==> src/hw/mem_pkg.sv <==
`default_nettype none

// cache line and burst geometry shared by the whole memory side
package mem_pkg;

    localparam int LINE_BITS   = 256;                    // one cache line
    localparam int BEAT_BITS   = 64;                     // one bmem beat
    localparam int BEATS       = LINE_BITS / BEAT_BITS;  // beats per line
    localparam int OFFSET_BITS = 5;                      // byte offset within a line

    typedef logic [LINE_BITS-1:0]       line_t;
    typedef logic [BEAT_BITS-1:0]       beat_t;
    typedef logic [$clog2(BEATS)-1:0]   beat_idx_t;      // wraps after the last beat

endpackage : mem_pkg

`default_nettype wire

==> src/hw/arb_pkg.sv <==
`default_nettype none

// who owns a line transaction and where a client handshake stands
package arb_pkg;

    typedef enum logic {
        CLIENT_FETCH = 1'b0,
        CLIENT_DATA  = 1'b1
    } client_t;

    typedef enum logic [1:0] {
        PORT_IDLE    = 2'd0,    // waiting for req
        PORT_PENDING = 2'd1,    // request held for the arbiter
        PORT_ACKED   = 2'd2     // ack high, waiting for req to drop
    } port_state_t;

endpackage : arb_pkg

`default_nettype wire

==> src/hw/req_port.sv <==
`default_nettype none

module req_port #(
    parameter int ADDR_W = 32
) (
    input  logic                clk,
    input  logic                rst,

    // client side, four-phase req/ack
    input  logic                req_i,
    input  logic [ADDR_W-1:0]   addr_i,
    input  logic                write_i,
    input  mem_pkg::line_t      wdata_i,
    output logic                ack_o,
    output mem_pkg::line_t      rdata_o,

    // arbiter side
    output logic                pending_o,
    output logic [ADDR_W-1:0]   addr_o,
    output logic                write_o,
    output mem_pkg::line_t      wdata_o,
    input  logic                done_i,
    input  mem_pkg::line_t      rdata_i
);

    arb_pkg::port_state_t state;
    arb_pkg::port_state_t state_next;

    always_comb begin
        state_next = state;
        case (state)
            arb_pkg::PORT_IDLE: begin
                if (req_i) begin
                    state_next = arb_pkg::PORT_PENDING;
                end
            end
            arb_pkg::PORT_PENDING: begin
                if (done_i) begin
                    state_next = arb_pkg::PORT_ACKED;
                end
            end
            arb_pkg::PORT_ACKED: begin
                if (!req_i) begin
                    state_next = arb_pkg::PORT_IDLE;  // phase 4, ack falls next
                end
            end
            default: state_next = arb_pkg::PORT_IDLE;
        endcase
    end

    always_ff @(posedge clk) begin
        if (rst) begin
            state <= arb_pkg::PORT_IDLE;
        end else begin
            state <= state_next;
        end
    end

    always_ff @(posedge clk) begin
        if (state == arb_pkg::PORT_IDLE && req_i) begin
            addr_o  <= addr_i;          // held until the next request
            write_o <= write_i;
            wdata_o <= wdata_i;
        end
        if (state == arb_pkg::PORT_PENDING && done_i) begin
            rdata_o <= rdata_i;         // stays put while ack is high
        end
    end

    assign pending_o = (state == arb_pkg::PORT_PENDING);
    assign ack_o     = (state == arb_pkg::PORT_ACKED);

endmodule : req_port

`default_nettype wire

==> src/hw/fill_arbiter.sv <==
`default_nettype none

module fill_arbiter #(
    parameter int ADDR_W = 32
) (
    input  logic                clk,
    input  logic                rst,

    input  logic                fetch_pending_i,
    input  logic [ADDR_W-1:0]   fetch_addr_i,
    input  logic                fetch_write_i,
    input  mem_pkg::line_t      fetch_wdata_i,

    input  logic                data_pending_i,
    input  logic [ADDR_W-1:0]   data_addr_i,
    input  logic                data_write_i,
    input  mem_pkg::line_t      data_wdata_i,

    output logic                fetch_done_o,
    output logic                data_done_o,
    output mem_pkg::line_t      rdata_o,        // shared by both ports

    // adapter side
    output logic                start_o,
    output logic [ADDR_W-1:0]   addr_o,
    output logic                write_o,
    output mem_pkg::line_t      wdata_o,
    input  logic                done_i,
    input  mem_pkg::line_t      rdata_i
);

    logic               busy;           // one transaction in flight
    logic               any_pending;
    arb_pkg::client_t   owner;          // client of the current transaction
    arb_pkg::client_t   last_grant;
    arb_pkg::client_t   pick;

    assign any_pending = fetch_pending_i | data_pending_i;

    // under contention the client served last waits
    always_comb begin
        if (fetch_pending_i && data_pending_i) begin
            pick = (last_grant == arb_pkg::CLIENT_FETCH) ? arb_pkg::CLIENT_DATA
                                                         : arb_pkg::CLIENT_FETCH;
        end else if (data_pending_i) begin
            pick = arb_pkg::CLIENT_DATA;
        end else begin
            pick = arb_pkg::CLIENT_FETCH;
        end
    end

    always_ff @(posedge clk) begin
        if (rst) begin
            busy         <= 1'b0;
            start_o      <= 1'b0;
            owner        <= arb_pkg::CLIENT_FETCH;
            last_grant   <= arb_pkg::CLIENT_DATA;    // fetch wins the first tie
            fetch_done_o <= 1'b0;
            data_done_o  <= 1'b0;
        end else begin
            start_o      <= 1'b0;
            fetch_done_o <= done_i && (owner == arb_pkg::CLIENT_FETCH);
            data_done_o  <= done_i && (owner == arb_pkg::CLIENT_DATA);
            if (!busy && any_pending) begin
                busy    <= 1'b1;
                start_o <= 1'b1;
                owner   <= pick;
            end else if (fetch_done_o || data_done_o) begin
                busy       <= 1'b0;     // port has left pending by now
                last_grant <= owner;
            end
        end
    end

    always_ff @(posedge clk) begin
        if (done_i) begin
            rdata_o <= rdata_i;         // lines up with the port done pulse
        end
    end

    // port payload is stable while pending, so a plain mux is enough
    assign addr_o  = (owner == arb_pkg::CLIENT_DATA) ? data_addr_i  : fetch_addr_i;
    assign write_o = (owner == arb_pkg::CLIENT_DATA) ? data_write_i : fetch_write_i;
    assign wdata_o = (owner == arb_pkg::CLIENT_DATA) ? data_wdata_i : fetch_wdata_i;

endmodule : fill_arbiter

`default_nettype wire

==> src/hw/burst_adapter.sv <==
`default_nettype none

module burst_adapter #(
    parameter int ADDR_W = 32
) (
    input  logic                clk,
    input  logic                rst,

    // line request from the arbiter
    input  logic                start_i,
    input  logic [ADDR_W-1:0]   addr_i,
    input  logic                write_i,
    input  mem_pkg::line_t      wdata_i,
    output logic                done_o,
    output mem_pkg::line_t      rdata_o,

    // burst memory
    output logic [ADDR_W-1:0]   bmem_addr_o,
    output logic                bmem_read_o,
    output logic                bmem_write_o,
    output mem_pkg::beat_t      bmem_wdata_o,
    input  logic                bmem_ready_i,
    input  mem_pkg::beat_t      bmem_rdata_i,
    input  logic                bmem_rvalid_i
);

    localparam logic [1:0] ST_IDLE       = 2'd0;
    localparam logic [1:0] ST_RD_REQ     = 2'd1;   // read held until ready
    localparam logic [1:0] ST_RD_COLLECT = 2'd2;   // waiting on rvalid beats
    localparam logic [1:0] ST_WR_BEATS   = 2'd3;

    logic [1:0]             state;
    mem_pkg::beat_idx_t     beat_idx;
    logic                   last_beat;
    mem_pkg::line_t         line_q;     // write data out, read data in
    logic [ADDR_W-1:0]      addr_q;

    assign last_beat = (beat_idx == mem_pkg::beat_idx_t'(mem_pkg::BEATS - 1));

    always_ff @(posedge clk) begin
        if (rst) begin
            state    <= ST_IDLE;
            beat_idx <= '0;
            done_o   <= 1'b0;
        end else begin
            done_o <= 1'b0;
            case (state)
                ST_IDLE: begin
                    if (start_i) begin
                        beat_idx <= '0;
                        state    <= write_i ? ST_WR_BEATS : ST_RD_REQ;
                    end
                end
                ST_RD_REQ: begin
                    if (bmem_ready_i) begin
                        state <= ST_RD_COLLECT;
                    end
                end
                ST_RD_COLLECT: begin
                    if (bmem_rvalid_i) begin
                        beat_idx <= beat_idx + 1'b1;
                        if (last_beat) begin
                            state  <= ST_IDLE;
                            done_o <= 1'b1;
                        end
                    end
                end
                ST_WR_BEATS: begin
                    if (bmem_ready_i) begin
                        beat_idx <= beat_idx + 1'b1;    // next beat onto wdata
                        if (last_beat) begin
                            state  <= ST_IDLE;
                            done_o <= 1'b1;
                        end
                    end
                end
                default: state <= ST_IDLE;
            endcase
        end
    end

    always_ff @(posedge clk) begin
        if (state == ST_IDLE && start_i) begin
            addr_q <= {addr_i[ADDR_W-1:mem_pkg::OFFSET_BITS], {mem_pkg::OFFSET_BITS{1'b0}}};
            line_q <= wdata_i;
        end else if (state == ST_RD_COLLECT && bmem_rvalid_i) begin
            line_q[beat_idx*mem_pkg::BEAT_BITS +: mem_pkg::BEAT_BITS] <= bmem_rdata_i;
        end
    end

    assign bmem_addr_o  = addr_q;
    assign bmem_read_o  = (state == ST_RD_REQ);
    assign bmem_write_o = (state == ST_WR_BEATS);
    assign bmem_wdata_o = line_q[beat_idx*mem_pkg::BEAT_BITS +: mem_pkg::BEAT_BITS];
    assign rdata_o      = line_q;

endmodule : burst_adapter

`default_nettype wire

==> src/hw/line_fill_top.sv <==
`default_nettype none

module line_fill_top #(
    parameter int ADDR_W = 32
) (
    input  logic                clk,
    input  logic                rst,

    input  logic                fetch_req_i,
    input  logic [ADDR_W-1:0]   fetch_addr_i,
    input  logic                fetch_write_i,
    input  mem_pkg::line_t      fetch_wdata_i,
    output logic                fetch_ack_o,
    output mem_pkg::line_t      fetch_rdata_o,

    input  logic                data_req_i,
    input  logic [ADDR_W-1:0]   data_addr_i,
    input  logic                data_write_i,
    input  mem_pkg::line_t      data_wdata_i,
    output logic                data_ack_o,
    output mem_pkg::line_t      data_rdata_o,

    output logic [ADDR_W-1:0]   bmem_addr_o,
    output logic                bmem_read_o,
    output logic                bmem_write_o,
    output mem_pkg::beat_t      bmem_wdata_o,
    input  logic                bmem_ready_i,
    input  mem_pkg::beat_t      bmem_rdata_i,
    input  logic                bmem_rvalid_i
);

    logic               fetch_pending, fetch_write, fetch_done;
    logic [ADDR_W-1:0]  fetch_addr;
    mem_pkg::line_t     fetch_wdata;

    logic               data_pending, data_write, data_done;
    logic [ADDR_W-1:0]  data_addr;
    mem_pkg::line_t     data_wdata;

    mem_pkg::line_t     fill_rdata;     // returned line, to both ports

    logic               xfer_start, xfer_write, xfer_done;
    logic [ADDR_W-1:0]  xfer_addr;
    mem_pkg::line_t     xfer_wdata, xfer_rdata;

    req_port #(.ADDR_W(ADDR_W)) fetch_port_i (
        .clk(clk),                  .rst(rst),
        .req_i(fetch_req_i),        .addr_i(fetch_addr_i),
        .write_i(fetch_write_i),    .wdata_i(fetch_wdata_i),
        .ack_o(fetch_ack_o),        .rdata_o(fetch_rdata_o),
        .pending_o(fetch_pending),  .addr_o(fetch_addr),
        .write_o(fetch_write),      .wdata_o(fetch_wdata),
        .done_i(fetch_done),        .rdata_i(fill_rdata)
    );

    req_port #(.ADDR_W(ADDR_W)) data_port_i (
        .clk(clk),                  .rst(rst),
        .req_i(data_req_i),         .addr_i(data_addr_i),
        .write_i(data_write_i),     .wdata_i(data_wdata_i),
        .ack_o(data_ack_o),         .rdata_o(data_rdata_o),
        .pending_o(data_pending),   .addr_o(data_addr),
        .write_o(data_write),       .wdata_o(data_wdata),
        .done_i(data_done),         .rdata_i(fill_rdata)
    );

    fill_arbiter #(.ADDR_W(ADDR_W)) fill_arbiter_i (
        .clk(clk),                          .rst(rst),
        .fetch_pending_i(fetch_pending),    .fetch_addr_i(fetch_addr),
        .fetch_write_i(fetch_write),        .fetch_wdata_i(fetch_wdata),
        .data_pending_i(data_pending),      .data_addr_i(data_addr),
        .data_write_i(data_write),          .data_wdata_i(data_wdata),
        .fetch_done_o(fetch_done),          .data_done_o(data_done),
        .rdata_o(fill_rdata),
        .start_o(xfer_start),               .addr_o(xfer_addr),
        .write_o(xfer_write),               .wdata_o(xfer_wdata),
        .done_i(xfer_done),                 .rdata_i(xfer_rdata)
    );

    burst_adapter #(.ADDR_W(ADDR_W)) burst_adapter_i (
        .clk(clk),                      .rst(rst),
        .start_i(xfer_start),           .addr_i(xfer_addr),
        .write_i(xfer_write),           .wdata_i(xfer_wdata),
        .done_o(xfer_done),             .rdata_o(xfer_rdata),
        .bmem_addr_o(bmem_addr_o),      .bmem_read_o(bmem_read_o),
        .bmem_write_o(bmem_write_o),    .bmem_wdata_o(bmem_wdata_o),
        .bmem_ready_i(bmem_ready_i),    .bmem_rdata_i(bmem_rdata_i),
        .bmem_rvalid_i(bmem_rvalid_i)
    );

endmodule : line_fill_top

`default_nettype wire

==> config.mk <==
export PLATFORM = sky130hd
export DESIGN_NAME = line_fill_top
export DESIGN_NICKNAME = d
export VERILOG_FILES = /design/src/hw/mem_pkg.sv /design/src/hw/arb_pkg.sv /design/src/hw/req_port.sv /design/src/hw/fill_arbiter.sv /design/src/hw/burst_adapter.sv /design/src/hw/line_fill_top.sv
export SDC_FILE = /design/constraint.sdc
export NUM_CORES = 1
export LEC_CHECK = 0
export BUFFER_PORTS_ARGS = -buffer_cell sky130_fd_sc_hd__clkbuf_2
export CORE_AREA = 2 2 484 486
export DETAILED_ROUTE_END_ITERATION = 10
export DIE_AREA = 0 0 486 488
export GPL_ROUTABILITY_DRIVEN = 0
export PLACE_DENSITY = 0.47
export SKIP_LAST_GASP = 1
export SYNTH_ARGS = -nofsm -noshare
export SYNTH_HDL_FRONTEND = slang
export SYNTH_HIERARCHICAL = 1
export SYNTH_SLANG_ARGS = --single-unit
==> constraint.sdc <==
create_clock -name clk -period 14.21 [get_ports clk]
set_input_delay 0 -clock clk [delete_from_list [all_inputs] [get_ports clk]]
set_output_delay 0 -clock clk [all_outputs]
set_load 0.03 [all_outputs]
# ---- Yosys cells after proc, flatten, opt, wreduce, memory -nomap -nowiden
# Index checks and enable logic that the tools add are counted.
dict set report totals {
  regBits 1644
  out_inout_bits 612
  elab_cells 106
}
dict set report op_classes {
  n_addsub 2
  eq_ne 18
  shift 3
  n_mux 35
  n_bitwise 3
  reduce_logical 23
}
# operator count
set ops {}
lappend ops {{$mux W256} 3}
lappend ops {{$bwmux W256} 1}
lappend ops {{$shift A64 B34 Y256 const A} 1}
lappend ops {{$shiftx A256 B9 Y64} 1}
lappend ops {{$shiftx A64 B34 Y256} 1}
lappend ops {{$neg A8 Y34} 1}
lappend ops {{$mux W32} 1}
lappend ops {{$mux W2} 15}
lappend ops {{$pmux W2 S3} 3}
lappend ops {{$ne A2 B2 Y1 const B} 8}
lappend ops {{$eq A2 B2 Y1 const B} 5}
lappend ops {{$logic_and A1 B1 Y1} 10}
lappend ops {{$mux W1} 10}
lappend ops {{$pmux W2 S4} 1}
lappend ops {{$reduce_and A4 Y1} 2}
lappend ops {{$eq A2 B1 Y1 const B} 3}
lappend ops {{$logic_not A2 Y1} 3}
lappend ops {{$reduce_and A3 Y1} 2}
lappend ops {{$ne A2 B1 Y1 const B} 2}
lappend ops {{$reduce_bool A2 Y1} 2}
lappend ops {{$reduce_bool A3 Y1} 1}
lappend ops {{$add A2 B1 Y2 const B} 1}
lappend ops {{$not A1 Y1} 2}
lappend ops {{$pmux W1 S2} 1}
lappend ops {{4 further kinds} 4}

# ---- Logic depth before layout (Yosys ltp)
dict set report depth {
  ltp_word 5
  mapped_depth 8
  mapped_depth_nobuf 5
}

# ---- By module
# Netlist, hierarchy kept.
# module n_inst cells_each area_each_um2 seq_area_each_um2
set modules_own_cells {}
lappend modules_own_cells {req_port 2 557 16480.8 16405.7}
lappend modules_own_cells {burst_adapter 1 801 13555.5 8598.2}
lappend modules_own_cells {fill_arbiter 1 600 12557.0 7807.5}

# ---- Worst setup path before layout
# OpenSTA, ideal clock, no wires.
dict set report synth_timing {
  path_kind {register -> register}
  start {register data_port_i.state[0]}
  end {register data_port_i.addr_o[0] (enable)}
  setup_time_ps 949
  t_arrival_ps 12520
  required_time_ps 13261
  setup_slack_ps 740
  stages_incl_launch_ff 3
  path_buffers 0
  path_cell_list {dfxtp_1 -> nand2b_4 -> nor2_1}
}
dict set report synth_via {
  elab_chain_len 2
}
# element line_no
set synth_rtl {}
lappend synth_rtl {{start, declared} req_port.sv:26} ;# arb_pkg::port_state_t state;
lappend synth_rtl {{start signal, assigned} req_port.sv:53} ;# state <= arb_pkg::PORT_IDLE;
lappend synth_rtl {{start signal, assigned} req_port.sv:55} ;# state <= state_next;
lappend synth_rtl {{$logic_not A2 Y1} req_port.sv:60} ;# if (state == arb_pkg::PORT_IDLE && req_i) begin
lappend synth_rtl {{$logic_and A1 B1 Y1} req_port.sv:60}
lappend synth_rtl {{end signal, assigned} req_port.sv:61} ;# addr_o <= addr_i;
lappend synth_rtl {{end, declared} req_port.sv:19} ;# output logic [ADDR_W-1:0] addr_o,
# No other way between the ends.
# A chain may end at the register's enable or synchronous reset.

==> run metrics <==
setup TNS 0 ps; fin nets 5,706; Starting Density 25.3%; Slew HR 24.5%; row count ~180; vias post-DR 35,400; Final Skew 46.2 ps; status complete, no violations; share of cells above drive strength 1 between 30 and 40%; post-synthesis instance total 2,500; Worst R2R Setup Slack between 10,000 and 15,000 ps; leakage power between 0.03 and 0.04 uW; Non-Filler Instances between 8,000 and 9,000; R2R cell count 5; clk_lat worst skew 810 ps; Root Driver clkbuf_16; Crit Path Category reg -> reg; cts bufs inserted 183; crit end category register; Reg-to-Reg End burst_adapter_i/rdata_o[39]$_DFFE_PP_; Final Hold Fails 0; vias per inst ~4.3; Mapped Avg Cell Area 23.5 um^2; largest net degree at the start of global routing 130; Slew Viols, Final 0; f_max 241 MHz; Worst EP arrival 4560 ps; power density cells 133 mW/mm^2; vias in the first global route 36,900; Slowest cell on crit path a21oi_4; # clock sinks between 1,500 and 2,000; final-report setup violation count 0; Clk pin slew, worst setup/hold paths 60 ps; RSZ-0062 raised after global routing false; CP Cell Sequence inv_1 -> ha_4 -> nand3_1 -> a21oi_4 -> buf_4; startpoint types register; transition time of the tightest slew-check pin 1130 ps; Hold WC Path Type in -> reg; Die Y about 490 um; pre-CTS setup slack about 9900 ps; Total GRT Usage 18.2%; initial antenna violation count 87; fillers 21,800; capture point of the worst path burst_adapter_i/rdata_o[39]$_DFFE_PP_; CTS max path bufs 3; IO Pins 1,260; VDD IR-drop max around 90 uV; Placed Cells around 6,700; Max-Cap Viols 0; fin crit share 29.2%; drt pass-1 iters 5; first-pass GRT wire length about 300,000 um; CTS tree done; die area approximately 0.24 mm^2; CP max FO 38; Synth Warn # 6; CORE AREA 0.232 mm^2; Worst EP required 14,630 ps; post-route ant nets 0; Routed WL between 200,000 and 250,000 um; DR iter-0 viols 2,495; post-route worst setup slack 10,070 ps; total setup buffers inserted after CTS 0; Port Buffers roughly 1,200; Synth Cell Area slightly below 0.06 mm^2; post_cts resized 0; H-tree lvl count 4; Final Critical Period roughly 4100 ps; DP Wirelength around 150,000 um; r2r startpoint burst_adapter_i/beat_idx[0]$_SDFFE_PP0P_; Crit path largest cell delay 930 ps; total gr overflow 0; synth-to-layout area growth 47.1%; drt drc 0; crit path from burst_adapter_i/beat_idx[0]$_SDFFE_PP0P_; WL/cell ~27 um; overall die width 486 um
power by group:
group	switching (uW)	leakage (uW)	internal (uW)
sequential	88.7	0.0151	5510
clock	2040	0.00294	2790
combinational	525	0.0140	529
critical path: cells and delay by family, from the launching register on:
family	cells	cell delay (ps)
adder cells (fa/ha/maj)	1	850
buffers and inverters	2	1120
AND/OR/NAND/NOR	1	260
AO/OA/AOI/OAI	1	930
flip-flops	1	510
per-layer routing:
metal  track usage [%]  part of all wire [%]  vias up
met5                 0                  0.16        -
met4              4.34                   2.4       58
met3              4.85                   6.9      344
met2              32.0                    50     1383
met1              22.2                    40    18100
li1                  -                     -    15400
layout make-up:
cell class                 instances  area [um^2]  share of cell area [%]
timing repair buffer            2480        18500                    21.4
tap                             3043         3810                    4.41
multi-input combinational        748         8930                    10.3
sequential                      1634        48900                    56.7
inverter                           6         37.5                  0.0435
antenna                           34         85.1                  0.0985
clock inverter                   121         1320                    1.52
clock buffer                     217         4750                    5.50
state kept, by name, indices dropped and copies added, names as in the netlist, 27 cells and up:
register and cells:
data_port_i/rdata_o 256, fetch_port_i/rdata_o 256, data_port_i/addr_o 27, burst_adapter_i/bmem_addr_o 27
data_port_i/wdata_o 256, fetch_port_i/addr_o 27, fill_arbiter_i/rdata_o 256, fetch_port_i/wdata_o 256
burst_adapter_i/rdata_o 256
worst min-delay path by stage:
| stage | depth (start not counted) | start | slack, ps | endpoint |
|---|---|---|---|---|
| 2_1_floorplan | 1 | rst | 60 | data_port_i/state[0]$_SDFFE_PP0P_ |
| 3_3_place_gp | 1 | data_addr_i[15] | 180 | data_port_i/addr_o[15]$_DFFE_PP_ |
| 3_5_place_dp | 1 | data_wdata_i[14] | 180 | data_port_i/wdata_o[14]$_DFFE_PP_ |
| 4_1_cts | 2 | data_wdata_i[207] | 0.09 | data_port_i/wdata_o[207]$_DFFE_PP_ |
| 5_1_grt | 2 | data_wdata_i[204] | 2 | data_port_i/wdata_o[204]$_DFFE_PP_ |
| 6_report | 2 | data_wdata_i[102] | 50 | data_port_i/wdata_o[102]$_DFFE_PP_ |
timing repair:
item | 4_1_cts | 5_1_grt
endpoints found under the hold margin | 880 | 1
endpoints found under the setup margin | 0 | 0
hold buffers | 1181 | 1
stage by stage:
stage	total power [uW]	area [um^2]	util [%]	hold WS, ps
after floorplan	6170	58700	-	64.6
after global placement	6480	68400	29.5	179
after detailed placement	6490	68400	29.5	179
after CTS	11600	86300	37.2	0.0933
after global routing	11900	86300	37.2	1.83
final	11500	86400	37.3	49.5
cell usage in the layout, fill, tap and decap left out, types with 3 or more instances in the layout:
cell / instances
bufinv_16: 21
mux4_2: 64
dfxtp_4: 4
clkinv_8: 4
nor2b_1: 67
a21oi_1: 7
a21oi_4: 4
clkbuf_16: 185
nand2b_1: 3
mux2_4: 266
conb_1: 5
nor2_4: 3
inv_1: 4
clkinv_1: 34
clkinv_16: 3
inv_6: 9
nand2_1: 6
nor2_1: 5
dfxtp_1: 11
buf_4: 50
clkinvlp_4: 10
mux2_2: 19
ha_1: 4
clkinv_4: 5
clkinv_2: 33
nand3b_1: 5
clkbuf_2: 1244
dlygate4sd3_1: 1182
diode_2: 34
a22o_1: 256
o21ai_0: 5
clkbuf_1: 32
edfxtp_1: 1619
buf_12: 4
nand3_1: 8
Note: power is estimated with default switching activity, not from simulation.
